<file path="src/verilog/cpu_pkg.sv">
package cpu_pkg;

	////////////////////////////////////////
	// Bus and register geometry
	////////////////////////////////////////

	localparam int unsigned data_width = 8;
	localparam int unsigned addr_width = 16;

	// First opcode fetch after reset
	localparam logic [addr_width-1:0] reset_pc = 16'h0200;

	////////////////////////////////////////
	// Opcodes, standard 6502 encodings
	////////////////////////////////////////

	// Immediate loads
	localparam logic [data_width-1:0] op_lda_imm = 8'hA9;
	localparam logic [data_width-1:0] op_ldx_imm = 8'hA2;
	localparam logic [data_width-1:0] op_ldy_imm = 8'hA0;

	// Zero page load and stores
	localparam logic [data_width-1:0] op_lda_zp  = 8'hA5;
	localparam logic [data_width-1:0] op_sta_zp  = 8'h85;
	localparam logic [data_width-1:0] op_stx_zp  = 8'h86;
	localparam logic [data_width-1:0] op_sty_zp  = 8'h84;

	// Immediate arithmetic and logic on A
	localparam logic [data_width-1:0] op_adc_imm = 8'h69;
	localparam logic [data_width-1:0] op_sbc_imm = 8'hE9;
	localparam logic [data_width-1:0] op_and_imm = 8'h29;
	localparam logic [data_width-1:0] op_ora_imm = 8'h09;
	localparam logic [data_width-1:0] op_eor_imm = 8'h49;

	// Implied
	localparam logic [data_width-1:0] op_inx     = 8'hE8;
	localparam logic [data_width-1:0] op_iny     = 8'hC8;
	localparam logic [data_width-1:0] op_dex     = 8'hCA;
	localparam logic [data_width-1:0] op_dey     = 8'h88;
	localparam logic [data_width-1:0] op_tax     = 8'hAA;
	localparam logic [data_width-1:0] op_txa     = 8'h8A;
	localparam logic [data_width-1:0] op_clc     = 8'h18;
	localparam logic [data_width-1:0] op_sec     = 8'h38;
	localparam logic [data_width-1:0] op_nop     = 8'hEA;

	// Control flow
	localparam logic [data_width-1:0] op_jmp_abs = 8'h4C;
	localparam logic [data_width-1:0] op_beq     = 8'hF0;
	localparam logic [data_width-1:0] op_bne     = 8'hD0;

	////////////////////////////////////////
	// Datapath select codes
	////////////////////////////////////////

	typedef enum logic [2:0] {
		fn_add, fn_sub, fn_and, fn_or, fn_eor, fn_inc, fn_dec, fn_pass
	} alu_fn;

	// Write-back source into the register set
	typedef enum logic [1:0] {wb_alu, wb_mem, wb_xfer} wb_sel;

	typedef enum logic [1:0] {reg_a, reg_x, reg_y} reg_sel;

	// Bus address source
	typedef enum logic [1:0] {addr_pc, addr_zp, addr_hold} addr_sel;

endpackage

</file>
<file path="src/verilog/alu.sv">
module alu import cpu_pkg::*; (
	input  alu_fn                 func,
	input  logic [data_width-1:0] a,
	input  logic [data_width-1:0] b,
	input  logic                  carry_in,
	output logic [data_width-1:0] result,
	output logic                  carry_out,
	output logic                  zero,
	output logic                  negative
);

	logic [data_width:0] sum;
	logic [data_width:0] diff;

	// Binary add with carry, no decimal mode
	assign sum = {1'b0, a} + {1'b0, b} + {{data_width{1'b0}}, carry_in};

	// SBC is A plus inverted operand plus carry
	assign diff = {1'b0, a} + {1'b0, ~b} + {{data_width{1'b0}}, carry_in};

	always_comb begin
		// Carry untouched unless the function is ADC or SBC
		carry_out = carry_in;
		case (func)
			fn_add: begin
				result    = sum[data_width-1:0];
				carry_out = sum[data_width];
			end
			fn_sub: begin
				result    = diff[data_width-1:0];
				carry_out = diff[data_width];
			end
			fn_and: result = a & b;
			fn_or:  result = a | b;
			fn_eor: result = a ^ b;
			fn_inc: result = a + 1'b1;
			fn_dec: result = a - 1'b1;
			default: result = a;
		endcase
	end

	assign zero     = (result == '0);
	assign negative = result[data_width-1];

endmodule

</file>
<file path="src/verilog/reg_file.sv">
module reg_file import cpu_pkg::*; (
	input  logic                  phi0,
	input  logic                  rst,
	input  reg_sel                src_reg,
	input  reg_sel                dst_reg,
	input  wb_sel                 wb_source,
	input  logic                  reg_we,
	input  logic                  flag_we,
	input  logic                  carry_set,
	input  logic                  carry_clear,
	input  logic [data_width-1:0] alu_result,
	input  logic                  alu_carry,
	input  logic                  alu_zero,
	input  logic                  alu_negative,
	input  logic [data_width-1:0] mem_data,
	output logic [data_width-1:0] a_out,
	output logic [data_width-1:0] src_out,
	output logic                  carry,
	output logic                  z_flag
);

	logic [data_width-1:0] a_reg;
	logic [data_width-1:0] x_reg;
	logic [data_width-1:0] y_reg;
	logic [data_width-1:0] wb_value;
	logic                  n_flag;

	always_comb begin
		case (src_reg)
			reg_x:   src_out = x_reg;
			reg_y:   src_out = y_reg;
			default: src_out = a_reg;
		endcase
	end

	////////////////////////////////////////
	// Write-back source
	////////////////////////////////////////

	always_comb begin
		case (wb_source)
			wb_mem:  wb_value = mem_data;
			wb_xfer: wb_value = src_out;
			default: wb_value = alu_result;
		endcase
	end

	always_ff @(posedge phi0) begin
		if (rst) begin
			a_reg  <= '0;
			x_reg  <= '0;
			y_reg  <= '0;
			carry  <= 1'b0;
			z_flag <= 1'b0;
			n_flag <= 1'b0;
		end else begin
			if (reg_we) begin
				case (dst_reg)
					reg_x:   x_reg <= wb_value;
					reg_y:   y_reg <= wb_value;
					default: a_reg <= wb_value;
				endcase
			end
			// ALU ops take all three flags, loads and transfers only Z and N
			if (flag_we) begin
				if (wb_source == wb_alu) begin
					carry  <= alu_carry;
					z_flag <= alu_zero;
					n_flag <= alu_negative;
				end else begin
					z_flag <= (wb_value == '0);
					n_flag <= wb_value[data_width-1];
				end
			end
			if (carry_set) begin
				carry <= 1'b1;
			end else if (carry_clear) begin
				carry <= 1'b0;
			end
		end
	end

	assign a_out = a_reg;

endmodule

</file>
<file path="src/verilog/fetcher.sv">
module fetcher import cpu_pkg::*; (
	input  logic                  phi0,
	input  logic                  rst,
	input  logic [data_width-1:0] rdata,
	input  addr_sel               addr_select,
	input  logic                  pc_inc,
	input  logic                  load_opcode,
	input  logic                  load_operand_lo,
	input  logic                  load_operand_hi,
	input  logic                  branch_take,
	input  logic                  jump,
	output logic [addr_width-1:0] addr,
	output logic [data_width-1:0] opcode,
	output logic [addr_width-1:0] operand
);

	logic [addr_width-1:0] pc;
	logic [addr_width-1:0] addr_q;
	logic [data_width-1:0] operand_lo;
	logic [data_width-1:0] operand_hi;
	logic [addr_width-1:0] branch_offset;
	logic [addr_width-1:0] branch_target;
	logic [addr_width-1:0] jump_target;

	////////////////////////////////////////
	// Address and target arithmetic
	////////////////////////////////////////

	// Signed 8-bit offset relative to the PC already past the offset byte
	assign branch_offset = {{(addr_width - data_width){operand_lo[data_width-1]}}, operand_lo};
	assign branch_target = pc + branch_offset;

	// High byte arrives on the bus in the last JMP cycle
	assign jump_target = {rdata, operand_lo};

	always_comb begin
		case (addr_select)
			addr_zp:   addr = {{(addr_width - data_width){1'b0}}, operand_lo};
			addr_hold: addr = addr_q;
			default:   addr = pc;
		endcase
	end

	assign operand = {operand_hi, operand_lo};

	////////////////////////////////////////
	// Program counter
	////////////////////////////////////////

	always_ff @(posedge phi0) begin
		if (rst) begin
			pc <= reset_pc;
		end else if (jump) begin
			pc <= jump_target;
		end else if (branch_take) begin
			pc <= branch_target;
		end else if (pc_inc) begin
			pc <= pc + 1'b1;
		end
	end

	// Opcode and operand capture, plus the previous bus address
	always_ff @(posedge phi0) begin
		addr_q <= addr;
		if (load_opcode) begin
			opcode <= rdata;
		end
		if (load_operand_lo) begin
			operand_lo <= rdata;
		end
		if (load_operand_hi) begin
			operand_hi <= rdata;
		end
	end

endmodule

</file>
<file path="src/verilog/decoder.sv">
module decoder import cpu_pkg::*; (
	input  logic                  phi0,
	input  logic                  rst,
	input  logic [data_width-1:0] opcode,
	input  logic [data_width-1:0] operand_now,
	input  logic                  z_flag,
	output logic                  sync,
	output logic                  mem_write,
	output addr_sel               addr_select,
	output logic                  pc_inc,
	output logic                  load_opcode,
	output logic                  load_operand_lo,
	output logic                  load_operand_hi,
	output logic                  branch_take,
	output logic                  jump,
	output alu_fn                 alu_func,
	output reg_sel                src_reg,
	output reg_sel                dst_reg,
	output wb_sel                 wb_source,
	output logic                  reg_we,
	output logic                  flag_we,
	output logic                  carry_set,
	output logic                  carry_clear
);

	typedef enum logic [1:0] {t0, t1, t2} cyc_t;

	cyc_t cyc;
	logic long_op;
	logic last_cycle;
	logic is_branch;
	logic taken;

	// Predecode of the byte on the bus during T0
	function automatic logic is_long(input logic [data_width-1:0] op);
		case (op)
			op_lda_zp, op_sta_zp, op_stx_zp, op_sty_zp,
			op_jmp_abs, op_beq, op_bne: is_long = 1'b1;
			default: is_long = 1'b0;
		endcase
	endfunction

	function automatic alu_fn imm_fn(input logic [data_width-1:0] op);
		case (op)
			op_adc_imm: imm_fn = fn_add;
			op_sbc_imm: imm_fn = fn_sub;
			op_and_imm: imm_fn = fn_and;
			op_ora_imm: imm_fn = fn_or;
			default:    imm_fn = fn_eor;
		endcase
	endfunction

	assign is_branch = (opcode == op_beq) || (opcode == op_bne);
	assign taken     = (opcode == op_beq) ? z_flag : !z_flag;

	// Held low while the core is in reset
	assign sync = (cyc == t0) && !rst;

	////////////////////////////////////////
	// Cycle sequencer
	////////////////////////////////////////

	always_ff @(posedge phi0) begin
		if (rst) begin
			cyc     <= t0;
			long_op <= 1'b0;
		end else begin
			if (cyc == t0) begin
				long_op <= is_long(operand_now);
			end
			if (last_cycle) begin
				cyc <= t0;
			end else if (cyc == t0) begin
				cyc <= t1;
			end else begin
				cyc <= t2;
			end
		end
	end

	////////////////////////////////////////
	// Per-cycle control word
	////////////////////////////////////////

	always_comb begin
		mem_write       = 1'b0;
		addr_select     = addr_pc;
		pc_inc          = 1'b0;
		load_opcode     = 1'b0;
		load_operand_lo = 1'b0;
		load_operand_hi = 1'b0;
		branch_take     = 1'b0;
		jump            = 1'b0;
		alu_func        = fn_pass;
		src_reg         = reg_a;
		dst_reg         = reg_a;
		wb_source       = wb_alu;
		reg_we          = 1'b0;
		flag_we         = 1'b0;
		carry_set       = 1'b0;
		carry_clear     = 1'b0;
		last_cycle      = 1'b0;
		case (cyc)
			t0: begin
				load_opcode = 1'b1;
				pc_inc      = 1'b1;
			end
			t1: begin
				// Unknown opcodes end here as NOPs
				last_cycle = !long_op || (is_branch && !taken);
				case (opcode)
					op_lda_imm, op_ldx_imm, op_ldy_imm: begin
						pc_inc    = 1'b1;
						wb_source = wb_mem;
						reg_we    = 1'b1;
						flag_we   = 1'b1;
						if (opcode == op_ldx_imm) begin
							dst_reg = reg_x;
						end else if (opcode == op_ldy_imm) begin
							dst_reg = reg_y;
						end
					end
					op_adc_imm, op_sbc_imm, op_and_imm, op_ora_imm, op_eor_imm: begin
						pc_inc   = 1'b1;
						alu_func = imm_fn(opcode);
						reg_we   = 1'b1;
						flag_we  = 1'b1;
					end
					op_inx, op_dex, op_iny, op_dey: begin
						alu_func = (opcode == op_inx || opcode == op_iny) ? fn_inc : fn_dec;
						src_reg  = (opcode == op_inx || opcode == op_dex) ? reg_x : reg_y;
						dst_reg  = src_reg;
						reg_we   = 1'b1;
						flag_we  = 1'b1;
					end
					op_tax, op_txa: begin
						src_reg   = (opcode == op_tax) ? reg_a : reg_x;
						dst_reg   = (opcode == op_tax) ? reg_x : reg_a;
						wb_source = wb_xfer;
						reg_we    = 1'b1;
						flag_we   = 1'b1;
					end
					op_clc: carry_clear = 1'b1;
					op_sec: carry_set = 1'b1;
					op_lda_zp, op_sta_zp, op_stx_zp, op_sty_zp,
					op_jmp_abs, op_beq, op_bne: begin
						pc_inc          = 1'b1;
						load_operand_lo = 1'b1;
					end
					default: ;
				endcase
			end
			t2: begin
				last_cycle = 1'b1;
				case (opcode)
					op_lda_zp: begin
						addr_select = addr_zp;
						wb_source   = wb_mem;
						reg_we      = 1'b1;
						flag_we     = 1'b1;
					end
					op_sta_zp, op_stx_zp, op_sty_zp: begin
						addr_select = addr_zp;
						mem_write   = 1'b1;
						if (opcode == op_stx_zp) begin
							src_reg = reg_x;
						end else if (opcode == op_sty_zp) begin
							src_reg = reg_y;
						end
					end
					op_jmp_abs: begin
						load_operand_hi = 1'b1;
						jump            = 1'b1;
					end
					// Taken branch, bus re-reads the offset address
					op_beq, op_bne: begin
						addr_select = addr_hold;
						branch_take = 1'b1;
					end
					default: ;
				endcase
			end
			default: ;
		endcase
	end

endmodule

</file>
<file path="src/verilog/cpu_top.sv">
module cpu_top import cpu_pkg::*; (
	input  logic                  phi0,
	input  logic                  rst,
	input  logic [data_width-1:0] rdata,
	output logic [addr_width-1:0] addr,
	output logic [data_width-1:0] wdata,
	output logic                  r_w_n,
	output logic                  sync
);

	////////////////////////////////////////
	// Internal control and datapath wires
	////////////////////////////////////////

	logic [data_width-1:0] opcode;
	addr_sel               addr_select;
	logic                  pc_inc;
	logic                  load_opcode;
	logic                  load_operand_lo;
	logic                  load_operand_hi;
	logic                  branch_take;
	logic                  jump;
	logic                  mem_write;

	alu_fn                 alu_func;
	reg_sel                src_reg;
	reg_sel                dst_reg;
	wb_sel                 wb_source;
	logic                  reg_we;
	logic                  flag_we;
	logic                  carry_set;
	logic                  carry_clear;

	logic                  carry;
	logic                  z_flag;
	logic [data_width-1:0] alu_result;
	logic                  alu_carry;
	logic                  alu_zero;
	logic                  alu_negative;

	assign r_w_n = !mem_write;

	fetcher u_fetcher (
		.phi0            (phi0),
		.rst             (rst),
		.rdata           (rdata),
		.addr_select     (addr_select),
		.pc_inc          (pc_inc),
		.load_opcode     (load_opcode),
		.load_operand_lo (load_operand_lo),
		.load_operand_hi (load_operand_hi),
		.branch_take     (branch_take),
		.jump            (jump),
		.addr            (addr),
		.opcode          (opcode),
		.operand         ()
	);

	decoder u_decoder (
		.phi0            (phi0),
		.rst             (rst),
		.opcode          (opcode),
		.operand_now     (rdata),
		.z_flag          (z_flag),
		.sync            (sync),
		.mem_write       (mem_write),
		.addr_select     (addr_select),
		.pc_inc          (pc_inc),
		.load_opcode     (load_opcode),
		.load_operand_lo (load_operand_lo),
		.load_operand_hi (load_operand_hi),
		.branch_take     (branch_take),
		.jump            (jump),
		.alu_func        (alu_func),
		.src_reg         (src_reg),
		.dst_reg         (dst_reg),
		.wb_source       (wb_source),
		.reg_we          (reg_we),
		.flag_we         (flag_we),
		.carry_set       (carry_set),
		.carry_clear     (carry_clear)
	);

	// Operand A is the selected source register, operand B the bus byte
	alu u_alu (
		.func      (alu_func),
		.a         (wdata),
		.b         (rdata),
		.carry_in  (carry),
		.result    (alu_result),
		.carry_out (alu_carry),
		.zero      (alu_zero),
		.negative  (alu_negative)
	);

	reg_file u_reg_file (
		.phi0         (phi0),
		.rst          (rst),
		.src_reg      (src_reg),
		.dst_reg      (dst_reg),
		.wb_source    (wb_source),
		.reg_we       (reg_we),
		.flag_we      (flag_we),
		.carry_set    (carry_set),
		.carry_clear  (carry_clear),
		.alu_result   (alu_result),
		.alu_carry    (alu_carry),
		.alu_zero     (alu_zero),
		.alu_negative (alu_negative),
		.mem_data     (rdata),
		.a_out        (),
		.src_out      (wdata),
		.carry        (carry),
		.z_flag       (z_flag)
	);

endmodule

</file>
<file path="config.mk">
export PLATFORM = sky130hd
export DESIGN_NAME = cpu_top
export DESIGN_NICKNAME = d
export VERILOG_FILES = /design/src/verilog/cpu_pkg.sv /design/src/verilog/alu.sv /design/src/verilog/reg_file.sv /design/src/verilog/fetcher.sv /design/src/verilog/decoder.sv /design/src/verilog/cpu_top.sv
export SDC_FILE = /design/constraint.sdc
export NUM_CORES = 1
export LEC_CHECK = 0
export BUFFER_PORTS_ARGS = -buffer_cell sky130_fd_sc_hd__buf_2
export CORE_ASPECT_RATIO = 0.8
export CORE_MARGIN = 8
export CORE_UTILIZATION = 40
export DETAILED_ROUTE_END_ITERATION = 12
export SLEW_MARGIN = 20
export SYNTH_ARGS = -nofsm -noshare
export SYNTH_HDL_FRONTEND = slang
export SYNTH_HIERARCHICAL = 1
export SYNTH_SLANG_ARGS = --single-unit
</file>
<file path="constraint.sdc">
create_clock -name phi0 -period 7.3 [get_ports phi0]
set_input_delay 1.095 -clock phi0 [delete_from_list [all_inputs] [get_ports phi0]]
set_output_delay 1.095 -clock phi0 [all_outputs]
set_load 0.02 [all_outputs]
</file>
* Word level (Yosys, flattened, before mapping) *
Index checks and enable logic that the tools add are counted.

word-level totals
  register bits = 77
  input bits = 10
  output and inout bits = 26
  word-level logic and storage cells = 163

cells by class
  $add $sub $neg = 8
  equality and inequality tests = 46
  multiplexer cells = 56
  bitwise gates (word level) = 5
  reductions and logical operators = 37

operator list
  cell                   number
  $eq 8x8->1 const B     22
  $pmux 8 s7             1
  $mux 16                3
  $eq 8x7->1 const B     4
  $pmux 16 s2            1
  $pmux 8 s2             2
  $mux 1                 26
  $mux 2                 10
  $pmux 2 s2             5
  $add 8x8->9            2
  $add 9x1->9            2
  $add 16x1->16 const B  1
  $add 16x16->16         1
  $eq 8x6->1 const B     2
  $logic_not 8->1        2
  $reduce_or 15->1       1
  $reduce_or 14->1       1
  $reduce_or 7->1        2
  $pmux 3 s4             1
  $eq 2x1->1 const B     5
  $eq 2x2->1 const B     5
  $eq 3x3->1 const B     3
  $reduce_bool 3->1      3
  $add 8x1->8 const B    1
  26 further kinds       46

* Depth between registers and ports, before layout *
  word-level depth = 14
  depth in mapped cells = 26
  gate-level depth less buffers = 25

* Modules after synthesis *
Netlist, hierarchy kept.

modules (own cells, without submodules)
  module    instances  cells each  area each (µm²)  seq. area each (µm²)
  fetcher   1          274         2772.7           1361.3
  alu       1          268         1869.3           0.0
  reg_file  1          193         1498.9           520.5
  decoder   1          131         820.8            60.1
  cpu_top   1          1           3.8              0.0

* Worst setup path after synthesis *
OpenSTA, ideal clock, no wires.

  kind = register -> register
  from = register u_fetcher.opcode[3]
  to = register u_reg_file.z_flag
  library setup time = 0.059 ns
  arrival = 5.500 ns
  required time = 7.241 ns
  path slack = 1.741 ns
  stages on the path, launching flop included = 23
  buffers on the path = 3
  period minus slack after synthesis = 5.559 ns
  cell sequence = edfxtp_1 clkbuf_1 clkbuf_1 nor4b_1 nand3_1 a21boi_0 ha_1 buf_6 nor2b_1 nor2_1 inv_1 fa_1 fa_1 and2b_1 o21ai_2 and2_1 a311o_1 a311o_1 nand4bb_1 nor4b_2 nand3_1 a21oi_1 a31o_1

on the way
  elaborated cells between the ends (all ways) = 70
  classes of those cells = add/sub (6); eq/ne (28); mux (21); bitwise (3); reduce/logical (12)

RTL lines
  item                                        line                            RTL
  from (decl)                                 fetcher.sv:13                   output logic [data_width-1:0] opcode,
  from (signal assigned)                      fetcher.sv:66                   opcode <= rdata;
  $eq 8x8->1 (on tied branches)               --
  $logic_or 1x1->1 or $mux 2 (tied branches)  decoder.sv:131, decoder.sv:167
  $mux 2 (on tied branches)                   decoder.sv:131, decoder.sv:165
  $pmux 2 s2 or $mux 2 (tied branches)        decoder.sv:111, decoder.sv:155
  $pmux 2 s2 (*)                              decoder.sv:103                  case (cyc)
  via src_reg[1]                              cpu_top.sv:26                   reg_sel src_reg;
  $eq 2x2->1 or $eq 2x1->1 (tied branches)    reg_file.sv:29                  case (src_reg)
  $pmux 8 s2 (*)                              reg_file.sv:29
  via wdata[0]                                cpu_top.sv:6                    output logic [data_width-1:0] wdata,
  $add 8x8->9 (on tied branches)              alu.sv:19, alu.sv:16
  $add 9x1->9 (on tied branches)              alu.sv:19, alu.sv:16
  $pmux 8 s7 (*)                              alu.sv:24                       case (func)
  via alu_result[4]                           cpu_top.sv:36                   logic [data_width-1:0] alu_result;
  $logic_not 8->1 (*)                         alu.sv:42                       assign zero = (result == '0);
  via alu_zero                                cpu_top.sv:38                   logic alu_zero;
  $mux 1 (*)                                  reg_file.sv:66                  if (wb_source == wb_alu) begin
  to (signal assigned)                        reg_file.sv:68                  z_flag <= alu_zero;
  to (signal assigned)                        reg_file.sv:71                  z_flag <= (wb_value == '0);
  to (decl)                                   reg_file.sv:19                  output logic z_flag

Mark *: on every way through the listed nets, which the timed path passes. The rest lies on a longest branch.
A chain may end at the register's enable or synchronous reset.

* Worst setup path after layout *
  from = register u_fetcher.opcode[3]
  to = register u_reg_file.z_flag

on the way
  elaborated cells between the ends (all ways) = 70
  classes of those cells = add/sub (6); eq/ne (28); mux (21); bitwise (3); reduce/logical (12)

RTL lines
  item                                      line                            RTL
  $eq 8x8->1                                decoder.sv:111, decoder.sv:131
  $logic_or 1x1->1                          decoder.sv:131                  src_reg = (opcode == op_inx || opcode == op_dex) ? reg_x : reg_y;
  $mux 2                                    decoder.sv:131
  $pmux 2 s2                                decoder.sv:111                  case (opcode)
  $pmux 2 s2 (*)                            decoder.sv:103
  via src_reg[0]                            cpu_top.sv:26
  $eq 2x2->1 or $eq 2x1->1 (tied branches)  reg_file.sv:29
  $pmux 8 s2 (*)                            reg_file.sv:29
  $add 8x8->9 (on tied branches)            alu.sv:19, alu.sv:16
  $add 9x1->9 (on tied branches)            alu.sv:19, alu.sv:16
  $pmux 8 s7 (*)                            alu.sv:24
  via alu_result[4]                         cpu_top.sv:36
  $logic_not 8->1 (*)                       alu.sv:42
  via alu_zero                              cpu_top.sv:38
  $mux 1 (*)                                reg_file.sv:66

Marked as above.

==> flow_summary.json <==
{
  "grt_max_degree": 52,
  "cts_resized": 0,
  "p_per_area_nw_per_um2": 214,
  "start_util_pct": 40.7,
  "path_buf_inv": 2,
  "critPathKind": "reg2reg",
  "cts_sinks": 77,
  "fill_cells": 1686,
  "setup.worst_path.start_class": "register",
  "clock.fmax_mhz": 161,
  "period_share_pct": 84.9,
  "p_sw_share_pct": 36.1,
  "num_vias": 6379,
  "syn_nets": 918,
  "syn_avg_cell_area_um2": 7.83,
  "max_stage_delay_ns": 0.67,
  "fp.dieW_um": 161,
  "drv_cap": 0,
  "ios": 36,
  "antenna_cells": 0,
  "cp_top_family": "simple AND/OR/NAND/NOR gates",
  "regArea_um2": 1700,
  "tightest_slew_ns": 0.788,
  "drtIter0Drc": 621,
  "cts_hold_buf": 0,
  "net-switching-power_mw": 0.562,
  "cp_cell_sequence": "or2_2 -> nor3_1 -> o21ai_0 -> a21boi_0 -> inv_1 -> ha_1 -> a221oi_2 -> nor2_1 -> inv_1 -> fa_1 -> fa_1 -> and2b_1 -> o21ai_2 -> and2_1 -> a311o_1 -> a311o_1 -> nand4bb_1 -> nor4b_2 -> nand3_1 -> a21oi_1 -> a31o_1",
  "final_hold_viol_count": 0,
  "holdPathStages": 2,
  "max-slew-margin-rel_pct": 47.4,
  "fin_crit_ns": 6.20,
  "peakVddDrop_uv": 111,
  "drc_errors": 0,
  "routedWlPerCell_um": 17.8,
  "port_buffers": 35,
  "die_area_um2": 21200,
  "die_h_um": 132,
  "post_cts_buffers": 0,
  "area_delta_synth_final_pct": 8.60,
  "nets": 915,
  "cp.depth": 21,
  "ant_nets": 0,
  "required_ns": 7.58,
  "track_usage_pct": 17.8,
  "reg2regPathDepth": 21,
  "drv_slew": 0,
  "yosysWarnings": 6,
  "grt.overflow.total": 0,
  "crit_path_max_fanout": 19,
  "sequentialPowerShare_pct": 36.6,
  "status": "finished clean",
  "grt_pass1_wl_um": 31600,
  "combPwrFrac_pct": 31.3,
  "first_global_vias": 5747,
  "clkPwrFrac_pct": 32.2,
  "vias_per_cell": 5.91,
  "htreeDepth": 3,
  "netlist_instances": 858,
  "power_leakage_nw": 2.78,
  "clkLatencyLatePin_ns": 0.34,
  "cts_tree": "done",
  "endpoint_kind": "register",
  "clkTransAtPathRegs_ns": 0.06,
  "rows": 42,
  "firstDrtPassIters": 6,
  "tns_ns": 0,
  "antenna_found_initial": 0,
  "routed_wl_um": 19300,
  "clockRootBuffer": "clkbuf_16",
  "critical_path_arrival_ns": 6.48,
  "skew_ns": 0.00633,
  "largestRegisters": "u_fetcher/addr_q x16, u_fetcher/pc x16",
  "place_congestion": 0.899,
  "cts.path.max_buffers": 2,
  "intPower_mw": 0.997,
  "hp-class": "reg2reg",
  "setup_viol": 0,
  "syn_area_um2": 6720,
  "hold_ws_ns": 0.453,
  "cts_buffers": 9,
  "drive_gt1_share_pct": 11.5,
  "critPathSlowestCell": "ha_1",
  "dp_hpwl_um": 13800,
  "rsz0062_at_grt": "false",
  "core_um2": 16500,
  "multiInputGateArea_um2": 4530
}
## worst register-to-register path, stage by stage (launching register included)
cell and delay [ns]:
edfxtp_1 0.62, or2_2 0.40, nor3_1 0.25, o21ai_0 0.13, a21boi_0 0.28, inv_1 0.08
ha_1 0.67, a221oi_2 0.08, nor2_1 0.48, inv_1 0.22, fa_1 0.50, fa_1 0.43
and2b_1 0.22, o21ai_2 0.07, and2_1 0.18, a311o_1 0.34, a311o_1 0.33, nand4bb_1 0.21
nor4b_2 0.26, nand3_1 0.11, a21oi_1 0.16, a31o_1 0.11
## per-stage QoR
stage | power, mW | setup WS [ns] | area (um^2) | util (%) | instances
finish | 1.56 | 1.10 | 7300 | 44.2 | 1080
global route | 1.66 | 0.570 | 7300 | 44.2 | 1080
CTS | 1.56 | 1.10 | 7300 | 44.2 | 1080
detailed placement | 1.05 | 1.11 | 6960 | 42.2 | 1064
global placement | 1.06 | 1.31 | 6960 | 42.2 | 1064
floorplan | 0.923 | 1.74 | 6720 | - | 858
## final timing paths
path / endpoint / from / slack, ns
worst max-delay path: u_reg_file/z_flag / u_fetcher/opcode[3] / 1.10
worst min register to register: u_reg_file/a_out[1] / u_reg_file/a_out[1] / 0.45
worst min-delay path: u_reg_file/a_out[1] / u_reg_file/a_out[1] / 0.45
worst max register to register: u_reg_file/z_flag / u_fetcher/opcode[3] / 1.10
## routing by layer
layer / track usage [%] / vias to the layer above / part of all wire [%]
met2: 25.7 / 226 / 42
met1: 26.8 / 3039 / 51
met5: 0 / - / 0
met3: 3.62 / 13 / 6.8
li1: - / 3101 / -
met4: 2.82 / 0 / 0.64
## power by group through the flow
stage	clock [mW]	sequential (mW)	combinational, mW
detailed placement	0	0.576	0.478
floorplan	0	0.523	0.400
finish	0.502	0.570	0.487
global route	0.534	0.585	0.540
global placement	0	0.579	0.479
CTS	0.512	0.568	0.481
## placed cells by master (no fill, tap or decap), types with 12 or more instances in the layout
master,count
o21ai_0,33
edfxtp_1,16
and2_1,12
nand3_1,46
inv_1,53
xnor2_1,14
mux2i_1,15
nand2_1,85
nor2_1,68
nor2b_1,16
nor3_1,20
a21oi_1,71
nand2b_1,22
buf_2,35
ha_1,45
a211oi_1,16
dfxtp_1,61
## final cells by class
| type | count | share of cell area, % |
|---|---|---|
| inverters | 55 | 2.83 |
| well taps | 220 | 3.77 |
| clock inverters | 3 | 0.892 |
| repair buffers | 45 | 3.43 |
| flip-flops and latches | 77 | 23.3 |
| clock buffers | 13 | 3.72 |
| multi-input cells | 667 | 62.0 |
Note: power is estimated with default switching activity, not from simulation.
